--- src/rtl/fetch_pkg.sv ---
package fetch_pkg;

  // ----------------------------------------
  // widths and sizes
  // ----------------------------------------
  // address and instruction width, rv32 without compressed
  localparam int unsigned xlen = 32;

  typedef logic [xlen-1:0] addr_t;
  typedef logic [xlen-1:0] instr_t;

  // history table, indexed by word address bits above the byte offset
  localparam int unsigned bht_entries = 16;
  localparam int unsigned bht_idx_w   = $clog2(bht_entries);

  typedef logic [bht_idx_w-1:0] bht_idx_t;

  // fetch queue toward decode
  localparam int unsigned queue_depth = 4;
  localparam int unsigned queue_ptr_w = $clog2(queue_depth);
  localparam int unsigned queue_cnt_w = $clog2(queue_depth + 1);

  typedef logic [queue_ptr_w-1:0] queue_ptr_t;
  typedef logic [queue_cnt_w-1:0] queue_cnt_t;

  // major opcodes seen by the scanner
  localparam logic [6:0] opc_jal    = 7'b1101111;
  localparam logic [6:0] opc_branch = 7'b1100011;

  // ----------------------------------------
  // shared structs
  // ----------------------------------------
  // branch resolved in the backend
  typedef struct packed {
    logic  valid;
    addr_t pc;
    logic  is_branch;
    logic  taken;
    logic  mispredict;
    addr_t target;
  } resolve_t;

  // one instruction handed to decode
  typedef struct packed {
    addr_t  pc;
    instr_t instr;
    logic   pred_taken;
    addr_t  pred_target;
  } fetch_entry_t;

endpackage

--- src/rtl/bht_if.sv ---
`timescale 1ns/1ns

interface bht_if;

  // lookup for the word currently coming back from memory
  fetch_pkg::bht_idx_t lookup_idx;
  logic                lookup_valid;
  logic                lookup_taken;

  // training from a resolved conditional branch
  logic                update_valid;
  fetch_pkg::bht_idx_t update_idx;
  logic                update_taken;

  // predictor side drives the index and the update
  modport predictor (
    output lookup_idx,
    input  lookup_valid,
    input  lookup_taken,
    output update_valid,
    output update_idx,
    output update_taken
  );

  // table side answers the lookup and takes the update
  modport tbl (
    input  lookup_idx,
    output lookup_valid,
    output lookup_taken,
    input  update_valid,
    input  update_idx,
    input  update_taken
  );

endinterface

--- src/rtl/bht.sv ---
`timescale 1ns/1ns

module bht (
  input logic clk_i,
  input logic rst_ni,
  bht_if.tbl  bus
);

  // one valid bit and one 2-bit counter per entry
  logic [fetch_pkg::bht_entries-1:0] valid_q;
  logic [1:0]                        cnt_q [fetch_pkg::bht_entries];
  logic [1:0]                        upd_cnt;

  // ----------------------------------------
  // lookup
  // ----------------------------------------
  // combinational read, weakly taken and up count as taken
  assign bus.lookup_valid = valid_q[bus.lookup_idx];
  assign bus.lookup_taken = cnt_q[bus.lookup_idx][1];

  // ----------------------------------------
  // update
  // ----------------------------------------
  // current counter of the entry being trained
  assign upd_cnt = cnt_q[bus.update_idx];

  always_ff @(posedge clk_i or negedge rst_ni) begin
    if (!rst_ni) begin
      valid_q <= '0;
    end else if (bus.update_valid) begin
      valid_q[bus.update_idx] <= 1'b1;
    end
  end

  always_ff @(posedge clk_i) begin
    if (bus.update_valid) begin
      if (!valid_q[bus.update_idx]) begin
        // first sighting starts weak in the resolved direction
        cnt_q[bus.update_idx] <= bus.update_taken ? 2'd2 : 2'd1;
      end else if (bus.update_taken) begin
        // saturate at strongly taken
        if (upd_cnt != 2'd3) begin
          cnt_q[bus.update_idx] <= upd_cnt + 2'd1;
        end
      end else begin
        // saturate at strongly not taken
        if (upd_cnt != 2'd0) begin
          cnt_q[bus.update_idx] <= upd_cnt - 2'd1;
        end
      end
    end
  end

endmodule

--- src/rtl/branch_predict.sv ---
`timescale 1ns/1ns

module branch_predict (
  input  logic                    clk_i,
  input  logic                    rst_ni,
  input  logic                    imem_rvalid_i,
  input  fetch_pkg::instr_t       imem_rdata_i,
  input  fetch_pkg::addr_t        rsp_pc_i,
  input  logic                    rsp_keep_i,
  input  fetch_pkg::resolve_t     resolve_i,
  output logic                    push_valid_o,
  output fetch_pkg::fetch_entry_t push_entry_o,
  output logic                    pred_redirect_o,
  output fetch_pkg::addr_t        pred_target_o
);

  fetch_pkg::addr_t rsp_pc_q;
  fetch_pkg::addr_t jal_imm;
  fetch_pkg::addr_t br_imm;
  fetch_pkg::addr_t target;
  logic             is_jal;
  logic             is_branch;
  logic             taken;

  bht_if u_bht_if ();

  bht u_bht (
    .clk_i (clk_i),
    .rst_ni(rst_ni),
    .bus   (u_bht_if.tbl)
  );

  // address of the request in flight, any response belongs to last cycle
  always_ff @(posedge clk_i) begin
    rsp_pc_q <= rsp_pc_i;
  end

  // ----------------------------------------
  // scan
  // ----------------------------------------
  assign is_jal    = imem_rdata_i[6:0] == fetch_pkg::opc_jal;
  assign is_branch = imem_rdata_i[6:0] == fetch_pkg::opc_branch;

  // j-type and b-type immediates, sign extended
  assign jal_imm = {{12{imem_rdata_i[31]}}, imem_rdata_i[19:12], imem_rdata_i[20],
                    imem_rdata_i[30:21], 1'b0};
  assign br_imm  = {{20{imem_rdata_i[31]}}, imem_rdata_i[7], imem_rdata_i[30:25],
                    imem_rdata_i[11:8], 1'b0};

  assign target = rsp_pc_q + (is_jal ? jal_imm : br_imm);

  // history lookup on the response address
  assign u_bht_if.lookup_idx = rsp_pc_q[fetch_pkg::bht_idx_w+1:2];

  // jal always, branch by history or else backward taken
  always_comb begin
    taken = 1'b0;
    if (is_jal) begin
      taken = 1'b1;
    end else if (is_branch) begin
      taken = u_bht_if.lookup_valid ? u_bht_if.lookup_taken : br_imm[fetch_pkg::xlen-1];
    end
  end

  // ----------------------------------------
  // outputs
  // ----------------------------------------
  // killed responses neither push nor redirect
  assign push_valid_o    = imem_rvalid_i && rsp_keep_i;
  assign pred_redirect_o = push_valid_o && taken;
  assign pred_target_o   = target;

  assign push_entry_o.pc          = rsp_pc_q;
  assign push_entry_o.instr       = imem_rdata_i;
  assign push_entry_o.pred_taken  = taken;
  // not taken falls through to the next word
  assign push_entry_o.pred_target = taken ? target : rsp_pc_q + 32'd4;

  // train on conditional branches only
  assign u_bht_if.update_valid = resolve_i.valid && resolve_i.is_branch;
  assign u_bht_if.update_idx   = resolve_i.pc[fetch_pkg::bht_idx_w+1:2];
  assign u_bht_if.update_taken = resolve_i.taken;

endmodule

--- src/rtl/fetch_queue.sv ---
`timescale 1ns/1ns

module fetch_queue (
  input  logic                    clk_i,
  input  logic                    rst_ni,
  input  logic                    ex_valid_i,
  input  logic                    eret_i,
  input  fetch_pkg::resolve_t     resolve_i,
  input  logic                    push_valid_i,
  input  fetch_pkg::fetch_entry_t push_entry_i,
  output logic                    has_room_o,
  output logic                    pop_valid_o,
  output fetch_pkg::fetch_entry_t pop_entry_o,
  input  logic                    pop_ready_i
);

  fetch_pkg::fetch_entry_t mem_q [fetch_pkg::queue_depth];
  fetch_pkg::queue_ptr_t   wr_ptr_q;
  fetch_pkg::queue_ptr_t   rd_ptr_q;
  fetch_pkg::queue_cnt_t   count_q;
  logic                    flush;
  logic                    full;
  logic                    push;
  logic                    pop;

  // wrap at the last slot
  function automatic fetch_pkg::queue_ptr_t next_ptr(input fetch_pkg::queue_ptr_t ptr);
    fetch_pkg::queue_ptr_t nxt;
    if (ptr == fetch_pkg::queue_ptr_t'(fetch_pkg::queue_depth - 1)) begin
      nxt = '0;
    end else begin
      nxt = ptr + 1'b1;
    end
    return nxt;
  endfunction

  // ----------------------------------------
  // status
  // ----------------------------------------
  // backend redirect empties the queue
  assign flush = ex_valid_i || eret_i || (resolve_i.valid && resolve_i.mispredict);
  assign full  = count_q == fetch_pkg::queue_cnt_t'(fetch_pkg::queue_depth);

  // two free slots cover the response already in flight
  assign has_room_o = count_q <= fetch_pkg::queue_cnt_t'(fetch_pkg::queue_depth - 2);

  // no bypass, a new entry shows one cycle after its write
  assign pop_valid_o = count_q != '0;
  assign pop_entry_o = mem_q[rd_ptr_q];

  assign push = push_valid_i && !flush;
  assign pop  = pop_valid_o && pop_ready_i && !flush;

  // ----------------------------------------
  // pointers and storage
  // ----------------------------------------
  always_ff @(posedge clk_i or negedge rst_ni) begin
    if (!rst_ni) begin
      wr_ptr_q <= '0;
      rd_ptr_q <= '0;
      count_q  <= '0;
    end else if (flush) begin
      wr_ptr_q <= '0;
      rd_ptr_q <= '0;
      count_q  <= '0;
    end else begin
      if (push) begin
        wr_ptr_q <= next_ptr(wr_ptr_q);
      end
      if (pop) begin
        rd_ptr_q <= next_ptr(rd_ptr_q);
      end
      // count moves only when exactly one side fires
      if (push && !pop) begin
        count_q <= count_q + 1'b1;
      end else if (pop && !push) begin
        count_q <= count_q - 1'b1;
      end
    end
  end

  always_ff @(posedge clk_i) begin
    if (push) begin
      mem_q[wr_ptr_q] <= push_entry_i;
    end
  end

  // room check in npc_gen keeps a response from landing on a full queue
  a_no_push_full : assert property (
    @(posedge clk_i) disable iff (!rst_ni)
    push_valid_i |-> !full
  );

endmodule

--- src/rtl/frontend_top.sv ---
`timescale 1ns/1ns

module frontend_top (
  input  logic              clk_i,
  input  logic              rst_ni,
  input  fetch_pkg::addr_t  boot_addr_i,
  // instruction memory
  output logic              imem_req_o,
  output fetch_pkg::addr_t  imem_addr_o,
  input  logic              imem_gnt_i,
  input  logic              imem_rvalid_i,
  input  fetch_pkg::instr_t imem_rdata_i,
  // backend
  input  logic              ex_valid_i,
  input  fetch_pkg::addr_t  trap_vector_i,
  input  logic              eret_i,
  input  fetch_pkg::addr_t  epc_i,
  input  logic              resolve_valid_i,
  input  fetch_pkg::addr_t  resolve_pc_i,
  input  logic              resolve_is_branch_i,
  input  logic              resolve_taken_i,
  input  logic              resolve_mispredict_i,
  input  fetch_pkg::addr_t  resolve_target_i,
  // decode
  output logic              fetch_valid_o,
  input  logic              fetch_ready_i,
  output fetch_pkg::addr_t  fetch_pc_o,
  output fetch_pkg::instr_t fetch_instr_o,
  output logic              fetch_pred_taken_o,
  output fetch_pkg::addr_t  fetch_pred_target_o
);

  fetch_pkg::resolve_t     resolve;
  fetch_pkg::fetch_entry_t push_entry;
  fetch_pkg::fetch_entry_t pop_entry;
  fetch_pkg::addr_t        pred_target;
  logic                    push_valid;
  logic                    pred_redirect;
  logic                    rsp_keep;
  logic                    has_room;

  // resolve ports into one struct
  assign resolve.valid      = resolve_valid_i;
  assign resolve.pc         = resolve_pc_i;
  assign resolve.is_branch  = resolve_is_branch_i;
  assign resolve.taken      = resolve_taken_i;
  assign resolve.mispredict = resolve_mispredict_i;
  assign resolve.target     = resolve_target_i;

  npc_gen u_npc_gen (
    .clk_i          (clk_i),
    .rst_ni         (rst_ni),
    .boot_addr_i    (boot_addr_i),
    .ex_valid_i     (ex_valid_i),
    .trap_vector_i  (trap_vector_i),
    .eret_i         (eret_i),
    .epc_i          (epc_i),
    .resolve_i      (resolve),
    .pred_redirect_i(pred_redirect),
    .pred_target_i  (pred_target),
    .has_room_i     (has_room),
    .imem_req_o     (imem_req_o),
    .imem_addr_o    (imem_addr_o),
    .imem_gnt_i     (imem_gnt_i),
    .rsp_keep_o     (rsp_keep)
  );

  // request address is captured inside for the response
  branch_predict u_branch_predict (
    .clk_i          (clk_i),
    .rst_ni         (rst_ni),
    .imem_rvalid_i  (imem_rvalid_i),
    .imem_rdata_i   (imem_rdata_i),
    .rsp_pc_i       (imem_addr_o),
    .rsp_keep_i     (rsp_keep),
    .resolve_i      (resolve),
    .push_valid_o   (push_valid),
    .push_entry_o   (push_entry),
    .pred_redirect_o(pred_redirect),
    .pred_target_o  (pred_target)
  );

  fetch_queue u_fetch_queue (
    .clk_i       (clk_i),
    .rst_ni      (rst_ni),
    .ex_valid_i  (ex_valid_i),
    .eret_i      (eret_i),
    .resolve_i   (resolve),
    .push_valid_i(push_valid),
    .push_entry_i(push_entry),
    .has_room_o  (has_room),
    .pop_valid_o (fetch_valid_o),
    .pop_entry_o (pop_entry),
    .pop_ready_i (fetch_ready_i)
  );

  // queue head out to decode
  assign fetch_pc_o          = pop_entry.pc;
  assign fetch_instr_o       = pop_entry.instr;
  assign fetch_pred_taken_o  = pop_entry.pred_taken;
  assign fetch_pred_target_o = pop_entry.pred_target;

endmodule

--- src/rtl/npc_gen.sv ---
`timescale 1ns/1ns

module npc_gen (
  input  logic                 clk_i,
  input  logic                 rst_ni,
  input  fetch_pkg::addr_t     boot_addr_i,
  input  logic                 ex_valid_i,
  input  fetch_pkg::addr_t     trap_vector_i,
  input  logic                 eret_i,
  input  fetch_pkg::addr_t     epc_i,
  input  fetch_pkg::resolve_t  resolve_i,
  input  logic                 pred_redirect_i,
  input  fetch_pkg::addr_t     pred_target_i,
  input  logic                 has_room_i,
  output logic                 imem_req_o,
  output fetch_pkg::addr_t     imem_addr_o,
  input  logic                 imem_gnt_i,
  output logic                 rsp_keep_o
);

  fetch_pkg::addr_t pc_q;
  fetch_pkg::addr_t npc_d;
  fetch_pkg::addr_t fetch_addr;
  logic             boot_load_q;
  logic             accept;
  logic             mispredict;
  logic             be_redirect;
  logic             want_d;
  logic             want_q;

  // ----------------------------------------
  // request side
  // ----------------------------------------
  // first cycle out of reset only loads the boot address
  assign fetch_addr  = boot_load_q ? boot_addr_i : pc_q;
  assign imem_req_o  = !boot_load_q && has_room_i;
  assign imem_addr_o = fetch_addr;
  assign accept      = imem_req_o && imem_gnt_i;

  // backend redirect, same decode as in the queue
  assign mispredict  = resolve_i.valid && resolve_i.mispredict;
  assign be_redirect = ex_valid_i || eret_i || mispredict;

  // next pc, lowest priority first so later lines win
  always_comb begin
    npc_d = fetch_addr;
    if (accept) begin
      npc_d = fetch_addr + 32'd4;
    end
    if (pred_redirect_i) begin
      npc_d = pred_target_i;
    end
    if (mispredict) begin
      npc_d = resolve_i.target;
    end
    if (eret_i) begin
      npc_d = epc_i;
    end
    if (ex_valid_i) begin
      npc_d = trap_vector_i;
    end
  end

  // ----------------------------------------
  // kill of stale responses
  // ----------------------------------------
  // accepted request stays wanted only if nothing changes the flow now
  assign want_d     = accept && !be_redirect && !pred_redirect_i;
  // response shows up one cycle after accept
  assign rsp_keep_o = want_q;

  always_ff @(posedge clk_i or negedge rst_ni) begin
    if (!rst_ni) begin
      boot_load_q <= 1'b1;
      pc_q        <= '0;
      want_q      <= 1'b0;
    end else begin
      boot_load_q <= 1'b0;
      pc_q        <= npc_d;
      want_q      <= want_d;
    end
  end

  // queue needs two free slots before each new request
  a_req_needs_room : assert property (
    @(posedge clk_i) disable iff (!rst_ni)
    imem_req_o |-> has_room_i
  );

endmodule

--- config.mk ---
export PLATFORM = sky130hd
export DESIGN_NAME = frontend_top
export DESIGN_NICKNAME = d
export VERILOG_FILES = /design/src/rtl/fetch_pkg.sv /design/src/rtl/bht_if.sv /design/src/rtl/bht.sv /design/src/rtl/branch_predict.sv /design/src/rtl/fetch_queue.sv /design/src/rtl/frontend_top.sv /design/src/rtl/npc_gen.sv
export SDC_FILE = /design/constraint.sdc
export NUM_CORES = 1
export LEC_CHECK = 0
export ABC_AREA = 1
export BUFFER_PORTS_ARGS = -buffer_cell sky130_fd_sc_hd__buf_2
export CORE_MARGIN = 4
export CORE_UTILIZATION = 35
export CTS_CLUSTER_DIAMETER = 100
export DETAILED_ROUTE_END_ITERATION = 7
export PLACE_DENSITY = 0.55
export SLEW_MARGIN = 20
export SYNTH_ARGS = -nofsm -noshare
export SYNTH_HDL_FRONTEND = slang
export SYNTH_SLANG_ARGS = --single-unit
export TNS_END_PERCENT = 30
--- constraint.sdc ---
create_clock -name clk_i -period 6.17 [get_ports clk_i]
set_input_delay 0.3085 -clock clk_i [delete_from_list [all_inputs] [get_ports clk_i]]
set_output_delay 0.3085 -clock clk_i [all_outputs]
set_load 0.02 [all_outputs]
; ---- Yosys cells after proc, flatten, opt, wreduce, memory -nomap -nowiden
; Memories as Yosys holds them, arrays and structs flattened. A register that Yosys moved wholly into a read port is not among the register bits.
; Cells that the tools add are included.
[totals]
reg_bits = 89
mem_bits_ro = 0
latch_bits = 0
n_memories = 2
mem_bits_rw = 420
wordCells = 101
[mem_list]
columns = memory, depth, word_bits, read_ports, rd_clocked_by_memory_dff, wr, line_no
row1 = u_fetch_queue.mem_q, 4, 97, 1, 0, 1, fetch_queue.sv:17  ; fetch_pkg::fetch_entry_t mem_q [fetch_pkg::queue_depth];
row2 = u_branch_predict.u_bht.cnt_q, 16, 2, 2, 1, 1, bht.sv:11  ; logic [1:0] cnt_q [fetch_pkg::bht_entries];
[classes]
shifts = 0
bitwise_logic = 3
n_mul = 0
n_lt_le_gt_ge = 4
n_eq_ne = 5
n_addsub = 9
n_mux = 44
div_mod_pow = 0
reduce_logical = 26
[op_table]
columns = operator, n
row1 = 32-bit two-way mux, 7
row2 = 32-bit by 3-bit adder with 32-bit output (second input constant), 2
row3 = 32-bit adder, 1
row4 = 1-bit two-way mux, 21
row5 = 20-bit two-way mux, 1
row6 = 2-bit two-way mux, 9
row7 = 16-bit OR, 1
row8 = 7-bit equality test (second input constant), 2
row9 = 1-bit logical AND, 14
row10 = 4-bit by 5-bit less-than comparator with 1-bit output (second input constant), 2
row11 = 3-bit two-way mux, 3
row12 = 1-bit binary-select mux with 4-bit select, 2
row13 = 2-bit by 1-bit adder with 2-bit output (second input constant), 3
row14 = 2-bit nonzero test, 3
row15 = 3-bit nonzero test, 2
row16 = 1-bit zero test, 5
row17 = 1-bit demux with 4-bit select, 1
row18 = 2-bit equality test (second input constant), 2
row19 = 4-bit by 1-bit >= comparator with 1-bit output (second input constant), 1
row20 = 3-bit by 1-bit adder with 3-bit output (second input constant), 1
row21 = 3-bit by 2-bit <= comparator with 1-bit output (second input constant), 1
row22 = 3-bit by 1-bit subtractor with 3-bit output (second input constant), 1
row23 = 1-bit logical OR, 2
row24 = 2-bit inequality test (second input constant), 1
row25 = other kinds (2), 3

; ---- Longest topological paths before layout
[depth]
depth_word = 10
ltp_mapped = 24
depth_no_buf = 23

; ---- Hierarchy
; From an unflattened synthesis, not the netlist that was laid out.
[unflattened]
cells_unflattened = 2855
area_unflattened_um2 = 25918.6
[by_module_without_submodules]
columns = mod, n_inst, area_each_um2, seq_area_each_um2, cells_per_inst
row1 = fetch_queue, 1, 14824.2, 11826.3, 1003
row2 = branch_predict, 1, 4586.9, 640.6, 828
row3 = npc_gen, 1, 3925.0, 852.1, 732
row4 = bht, 1, 2582.5, 1361.3, 292

; ---- Least setup slack after synthesis
; Ideal clock, no wire load.
[synth_timing]
kind = input to register
start = input port eret_i
end = memory u_fetch_queue.mem_q[0][10] (netlist name) (enable)
setup_slack_ps = 646
cell_stages = 6
arrival_time_ps = 4973
cell_sequence = clkbuf_1 -> nor2_1 -> nand2_1 -> nor2_1 -> inv_1 -> nor2_1
[synth_via]
elab_chain_len = 6
[synth_lines]
columns = element, line_no
row1 = start: declaration, frontend_top.sv:16  ; input logic eret_i,
row2 = 1-bit logical OR (2 in a row), fetch_queue.sv:41  ; assign flush = ex_valid_i || eret_i || (resolve_i.valid && resolve_i.mispredict);
row3 = 1-bit zero test, fetch_queue.sv:51  ; assign push = push_valid_i && !flush;
row4 = 1-bit logical AND, fetch_queue.sv:51
row5 = 1-bit two-way mux, fetch_queue.sv:83  ; if (push) begin
row6 = 1-bit two-way mux (not written as such), fetch_queue.sv:84  ; mem_q[wr_ptr_q] <= push_entry_i;
row7 = end: declaration, fetch_queue.sv:17
; Every way passes these cells.

; ---- Final worst setup path
[layout_timing]
start = register u_branch_predict.rsp_pc_q[3]
end = register u_npc_gen.pc_q[24]
[layout_via]
elab_chain_len = 10
elab_cells_between_ends = 11
classes_between = 1 x add/sub / 9 x mux / 1 x reduce/logical
[layout_lines]
columns = element, line_no
row1 = start: declaration, branch_predict.sv:17  ; fetch_pkg::addr_t rsp_pc_q;
row2 = start signal: assignment, branch_predict.sv:35  ; rsp_pc_q <= rsp_pc_i;
row3 = 1-bit binary-select mux with 4-bit select, bht.sv:18  ; assign bus.lookup_valid = valid_q[bus.lookup_idx];
row4 = 1-bit two-way mux (not written as such), bht.sv:18
row5 = 1-bit two-way mux, branch_predict.sv:61  ; taken = u_bht_if.lookup_valid ? u_bht_if.lookup_taken : br_imm[fetch_pkg::xlen-1];
row6 = 1-bit two-way mux, branch_predict.sv:60  ; end else if (is_branch) begin
row7 = 1-bit two-way mux, branch_predict.sv:58  ; if (is_jal) begin
row8 = 1-bit logical AND, branch_predict.sv:70  ; assign pred_redirect_o = push_valid_o && taken;
row9 = 32-bit two-way mux *, npc_gen.sv:50  ; if (pred_redirect_i) begin
row10 = 32-bit two-way mux *, npc_gen.sv:53  ; if (mispredict) begin
row11 = 32-bit two-way mux *, npc_gen.sv:56  ; if (eret_i) begin
row12 = 32-bit two-way mux *, npc_gen.sv:59  ; if (ex_valid_i) begin
row13 = via u_npc_gen.npc_d[24], npc_gen.sv:22  ; fetch_pkg::addr_t npc_d;
row14 = end signal: assignment, npc_gen.sv:79  ; pc_q <= npc_d;
row15 = end: declaration, npc_gen.sv:21  ; fetch_pkg::addr_t pc_q;
; Mark *: on every way through the listed nets, which the timed path passes. The rest lies on a longest branch. The select of a mux whose other input is x is not followed.
; A chain may end at the register's enable or synchronous reset.

==> impl_metrics.json <==
{
  "cp-end-kind": "flop",
  "grt_max_degree": 173,
  "worst-path-max-fanout": 34,
  "multi_input_area_um2": 8760,
  "die_y_um": 272,
  "syn_area_per_cell_um2": 9.55,
  "place.gp.congestion": 0.928,
  "fmax_ghz": 0.208,
  "dr.pass1.iters": 7,
  "drc_errors": 0,
  "core-area_um2": 68900,
  "cp_num_buf_inv": 5,
  "slew_violations": 0,
  "synthArstFlopShare_pct": 11.3,
  "regArea_um2": 14600,
  "power_mw": 7.99,
  "crit_cells": 20,
  "grt_pass1_vias": 19682,
  "overflow": 0,
  "root_buffer": "clkbuf_16",
  "wl_um": 78900,
  "dieArea_um2": 74100,
  "cts_tree": "built",
  "cp_slowest_stage_delay_ns": 0.83,
  "crit_slowest_cell": "dfxtp_1",
  "cts_made_buffers": 54,
  "grt.total_usage_pct": 20.7,
  "insertion_delay_ns": 0.62,
  "ys_types": 51,
  "slew_headroom_pct": 30.3,
  "worstSetupStartpointType": "flop",
  "yosysTopAreaCell": "edfxtp_1",
  "synth.top_cell.area_share_pct": 51.1,
  "period_needed_ns": 4.82,
  "synth_edf_count": 416,
  "post-place-ws_ns": 1.77,
  "clock_sinks": 505,
  "final_area_um2": 29600,
  "wl_per_cell_um": 20.3,
  "hold_class": "in -> reg",
  "skew_ns": 0.0244,
  "path_class": "reg -> reg",
  "fillCellCount": 6774,
  "postCtsHoldBufs": 92,
  "hold_viol_final": 0,
  "finalSetupTns_ns": 0,
  "drt_iter0_drc": 1691,
  "setup_viol": 0,
  "rsz0062_at_grt": "false",
  "status": "completed",
  "netlist_instances": 2559,
  "path_cells": "inv_2, nand3_1, nand2_1, nand2_1, nand2_1, inv_1, nand2_1, nand2_1, nand2_1, nand2_1, nand2_1, buf_4, nand2_2, clkinv_1, nand2_1, nand3_1, nand2_1, nand2_1, nand2_1, dlygate4sd3_1",
  "p_leak_nw": 11.9,
  "synth-seq-cells": 505,
  "syn_area_um2": 24400,
  "start_util_pct": 35.4,
  "vias": 19807,
  "ys_top_cells_by_area": "edfxtp_1 51%, nand2_1 8.8%, dfrtp_1 5.7%, o21ai_0 5.7%, nor2_1 5.3%",
  "rows": 96,
  "arrival_ns": 5.37,
  "area_growth_pct": 21.1,
  "post_route_cells_drive_above_1_share_pct": 15.6,
  "nNetsFinal": 3165,
  "synth_fp_nets": 2807,
  "cts.repair.resized": 0,
  "dpl.cell_count": 3700,
  "fin_ws_ns": 1.35,
  "cp.required_ns": 6.72,
  "die_w_um": 272,
  "ant_nets": 0,
  "place_area_um2": 26900,
  "cts_setup_buffers": 0,
  "synth_flop_cell": "edfxtp_1",
  "grt_pass1_wl_um": 118000,
  "antenna_found_initial": 1,
  "ys_seq_area_share_pct": 59.6,
  "timing.final.crit_share_pct": 78.1,
  "yosysWarnings": 0,
  "fin_cells": 3894,
  "cts.htree.levels": 2,
  "crit_family": "simple AND/OR/NAND/NOR gates",
  "drv_cap": 0,
  "viasPerCell": 5.09,
  "power_density_nw_per_um2": 270,
  "clockBufferDepth": 3,
  "post-dp-hpwl_um": 53800,
  "peakVddDrop_v": 0.000199,
  "worstMarginPinSlew_ns": 1.04,
  "cp_common_cell": "nand2_1",
  "io_pins": 334,
  "worstRegToRegCells": 20,
  "port_buffers": 305,
  "path_clk_slew_ns": 0.06,
  "hold_depth": 1
}
## stage by stage
stage	hold slack, ns	util (%)
finish	0.0244	42.9
global placement	0.456	39.0
CTS	0.000168	42.9
floorplan	0.0129	-
global route	0.00141	42.9
detailed placement	0.462	39.0
## cell usage in the layout (no fill, tap or decap), types with 11 or more instances in the layout
cell	instances
edfxtp_1	416
nand2_1	574
buf_2	305
ha_1	43
o22ai_1	97
buf_4	11
dfxtp_1	32
inv_1	168
nand4_1	20
clkinv_2	13
o21ai_0	275
clkinv_1	14
a21oi_1	59
nor2_1	343
nor3_1	16
clkbuf_16	54
dlygate4sd3_1	92
a22oi_1	16
xor2_1	33
xnor2_1	26
nand3_1	153
nand3b_1	11
dfrtp_1	54
## kinds of logic (layout without fill, tap and decap cells)
group | after synthesis | after routing | synth area share [%]
DFF | 505 | 505 | 59.6
muxes | 6 | 6 | 0.271
and+or+nand+nor | 1168 | 1168 | 19.9
other | 1 | 2 | 0.0153
AOI/OAI and AO/OA | 486 | 486 | 11.0
adders and majority gates | 45 | 45 | 2.37
buffers and inverters | 289 | 692 | 4.71
xor gates and xnor gates | 59 | 59 | 2.11
## worst paths after layout
check | from | endpoint | slack, ns
setup / recovery | u_branch_predict.rsp_pc_q[3]$_DFF_P_ | u_npc_gen.pc_q[24]$_DFF_PN0_ | 1.35
hold / removal | imem_rdata_i[19] | u_fetch_queue.mem_q[3][52]$_DFFE_PP_ | 0.02
setup reg to reg | u_branch_predict.rsp_pc_q[3]$_DFF_P_ | u_npc_gen.pc_q[24]$_DFF_PN0_ | 1.35
hold reg to reg | u_branch_predict.u_bht.valid_q[3]$_DFFE_PN0P_ | u_branch_predict.u_bht.valid_q[3]$_DFFE_PN0P_ | 0.47
max in group asynchronous | rst_ni | u_fetch_queue.rd_ptr_q[0]$_DFFE_PN0P_ | 5.19
min in group asynchronous | rst_ni | u_npc_gen.pc_q[14]$_DFF_PN0_ | 0.39
## area by class of cell
cell class / count / area share (%)
antenna: 1 / 0.00846
clock buffer: 65 / 4.74
clock inverter: 36 / 1.23
inverter: 177 / 2.25
multi-input combinational: 1765 / 29.6
sequential: 505 / 49.2
tap: 931 / 3.94
timing repair buffer: 414 / 8.96
## flip-flops by register name (all words and copies together) (netlist names)
| name | flops |
|---|---|
| u_fetch_queue.mem_q | 384 |
| u_branch_predict.u_bht.cnt_q | 32 |
| u_branch_predict.u_bht.valid_q | 16 |
| u_fetch_queue.rd_ptr_q | 2 |
| u_npc_gen.boot_load_q | 1 |
| u_fetch_queue.wr_ptr_q | 2 |
| u_npc_gen.pc_q | 32 |
| u_npc_gen.rsp_keep_o | 1 |
| u_fetch_queue.count_q | 3 |
| u_branch_predict.rsp_pc_q | 32 |
## routing by layer
layer / share of wire (%) / vias up / wire (µm) / track usage, %
met2: 47 / 567 / 37000 / 34.2
met5: 0.014 / - / 11 / 0
met3: 5.3 / 98 / 4140 / 3.16
met4: 2.3 / 2 / 1840 / 5.08
li1: - / 9554 / - / -
met1: 46 / 9586 / 35900 / 28.8
## synthesized netlist by cell type (20+ instances only)
library cell and number:
dfxtp_1 32, o22ai_1 98, inv_1 171, clkbuf_1 87, xor2_1 33, nand4_1 20
nor2_1 347, nand2_1 574, dfrtp_1 56, xnor2_1 26, ha_1 43, nand3_1 153
a21oi_1 59, edfxtp_1 416, o21ai_0 276
## report_power, final
part / internal, mW / switching [mW] / leakage (nW)
logic: 0.312 / 0.635 / 6.41
clock network: 1.84 / 1.36 / 0.862
registers: 3.77 / 0.0797 / 4.65
(Power assumes the default switching activity.)
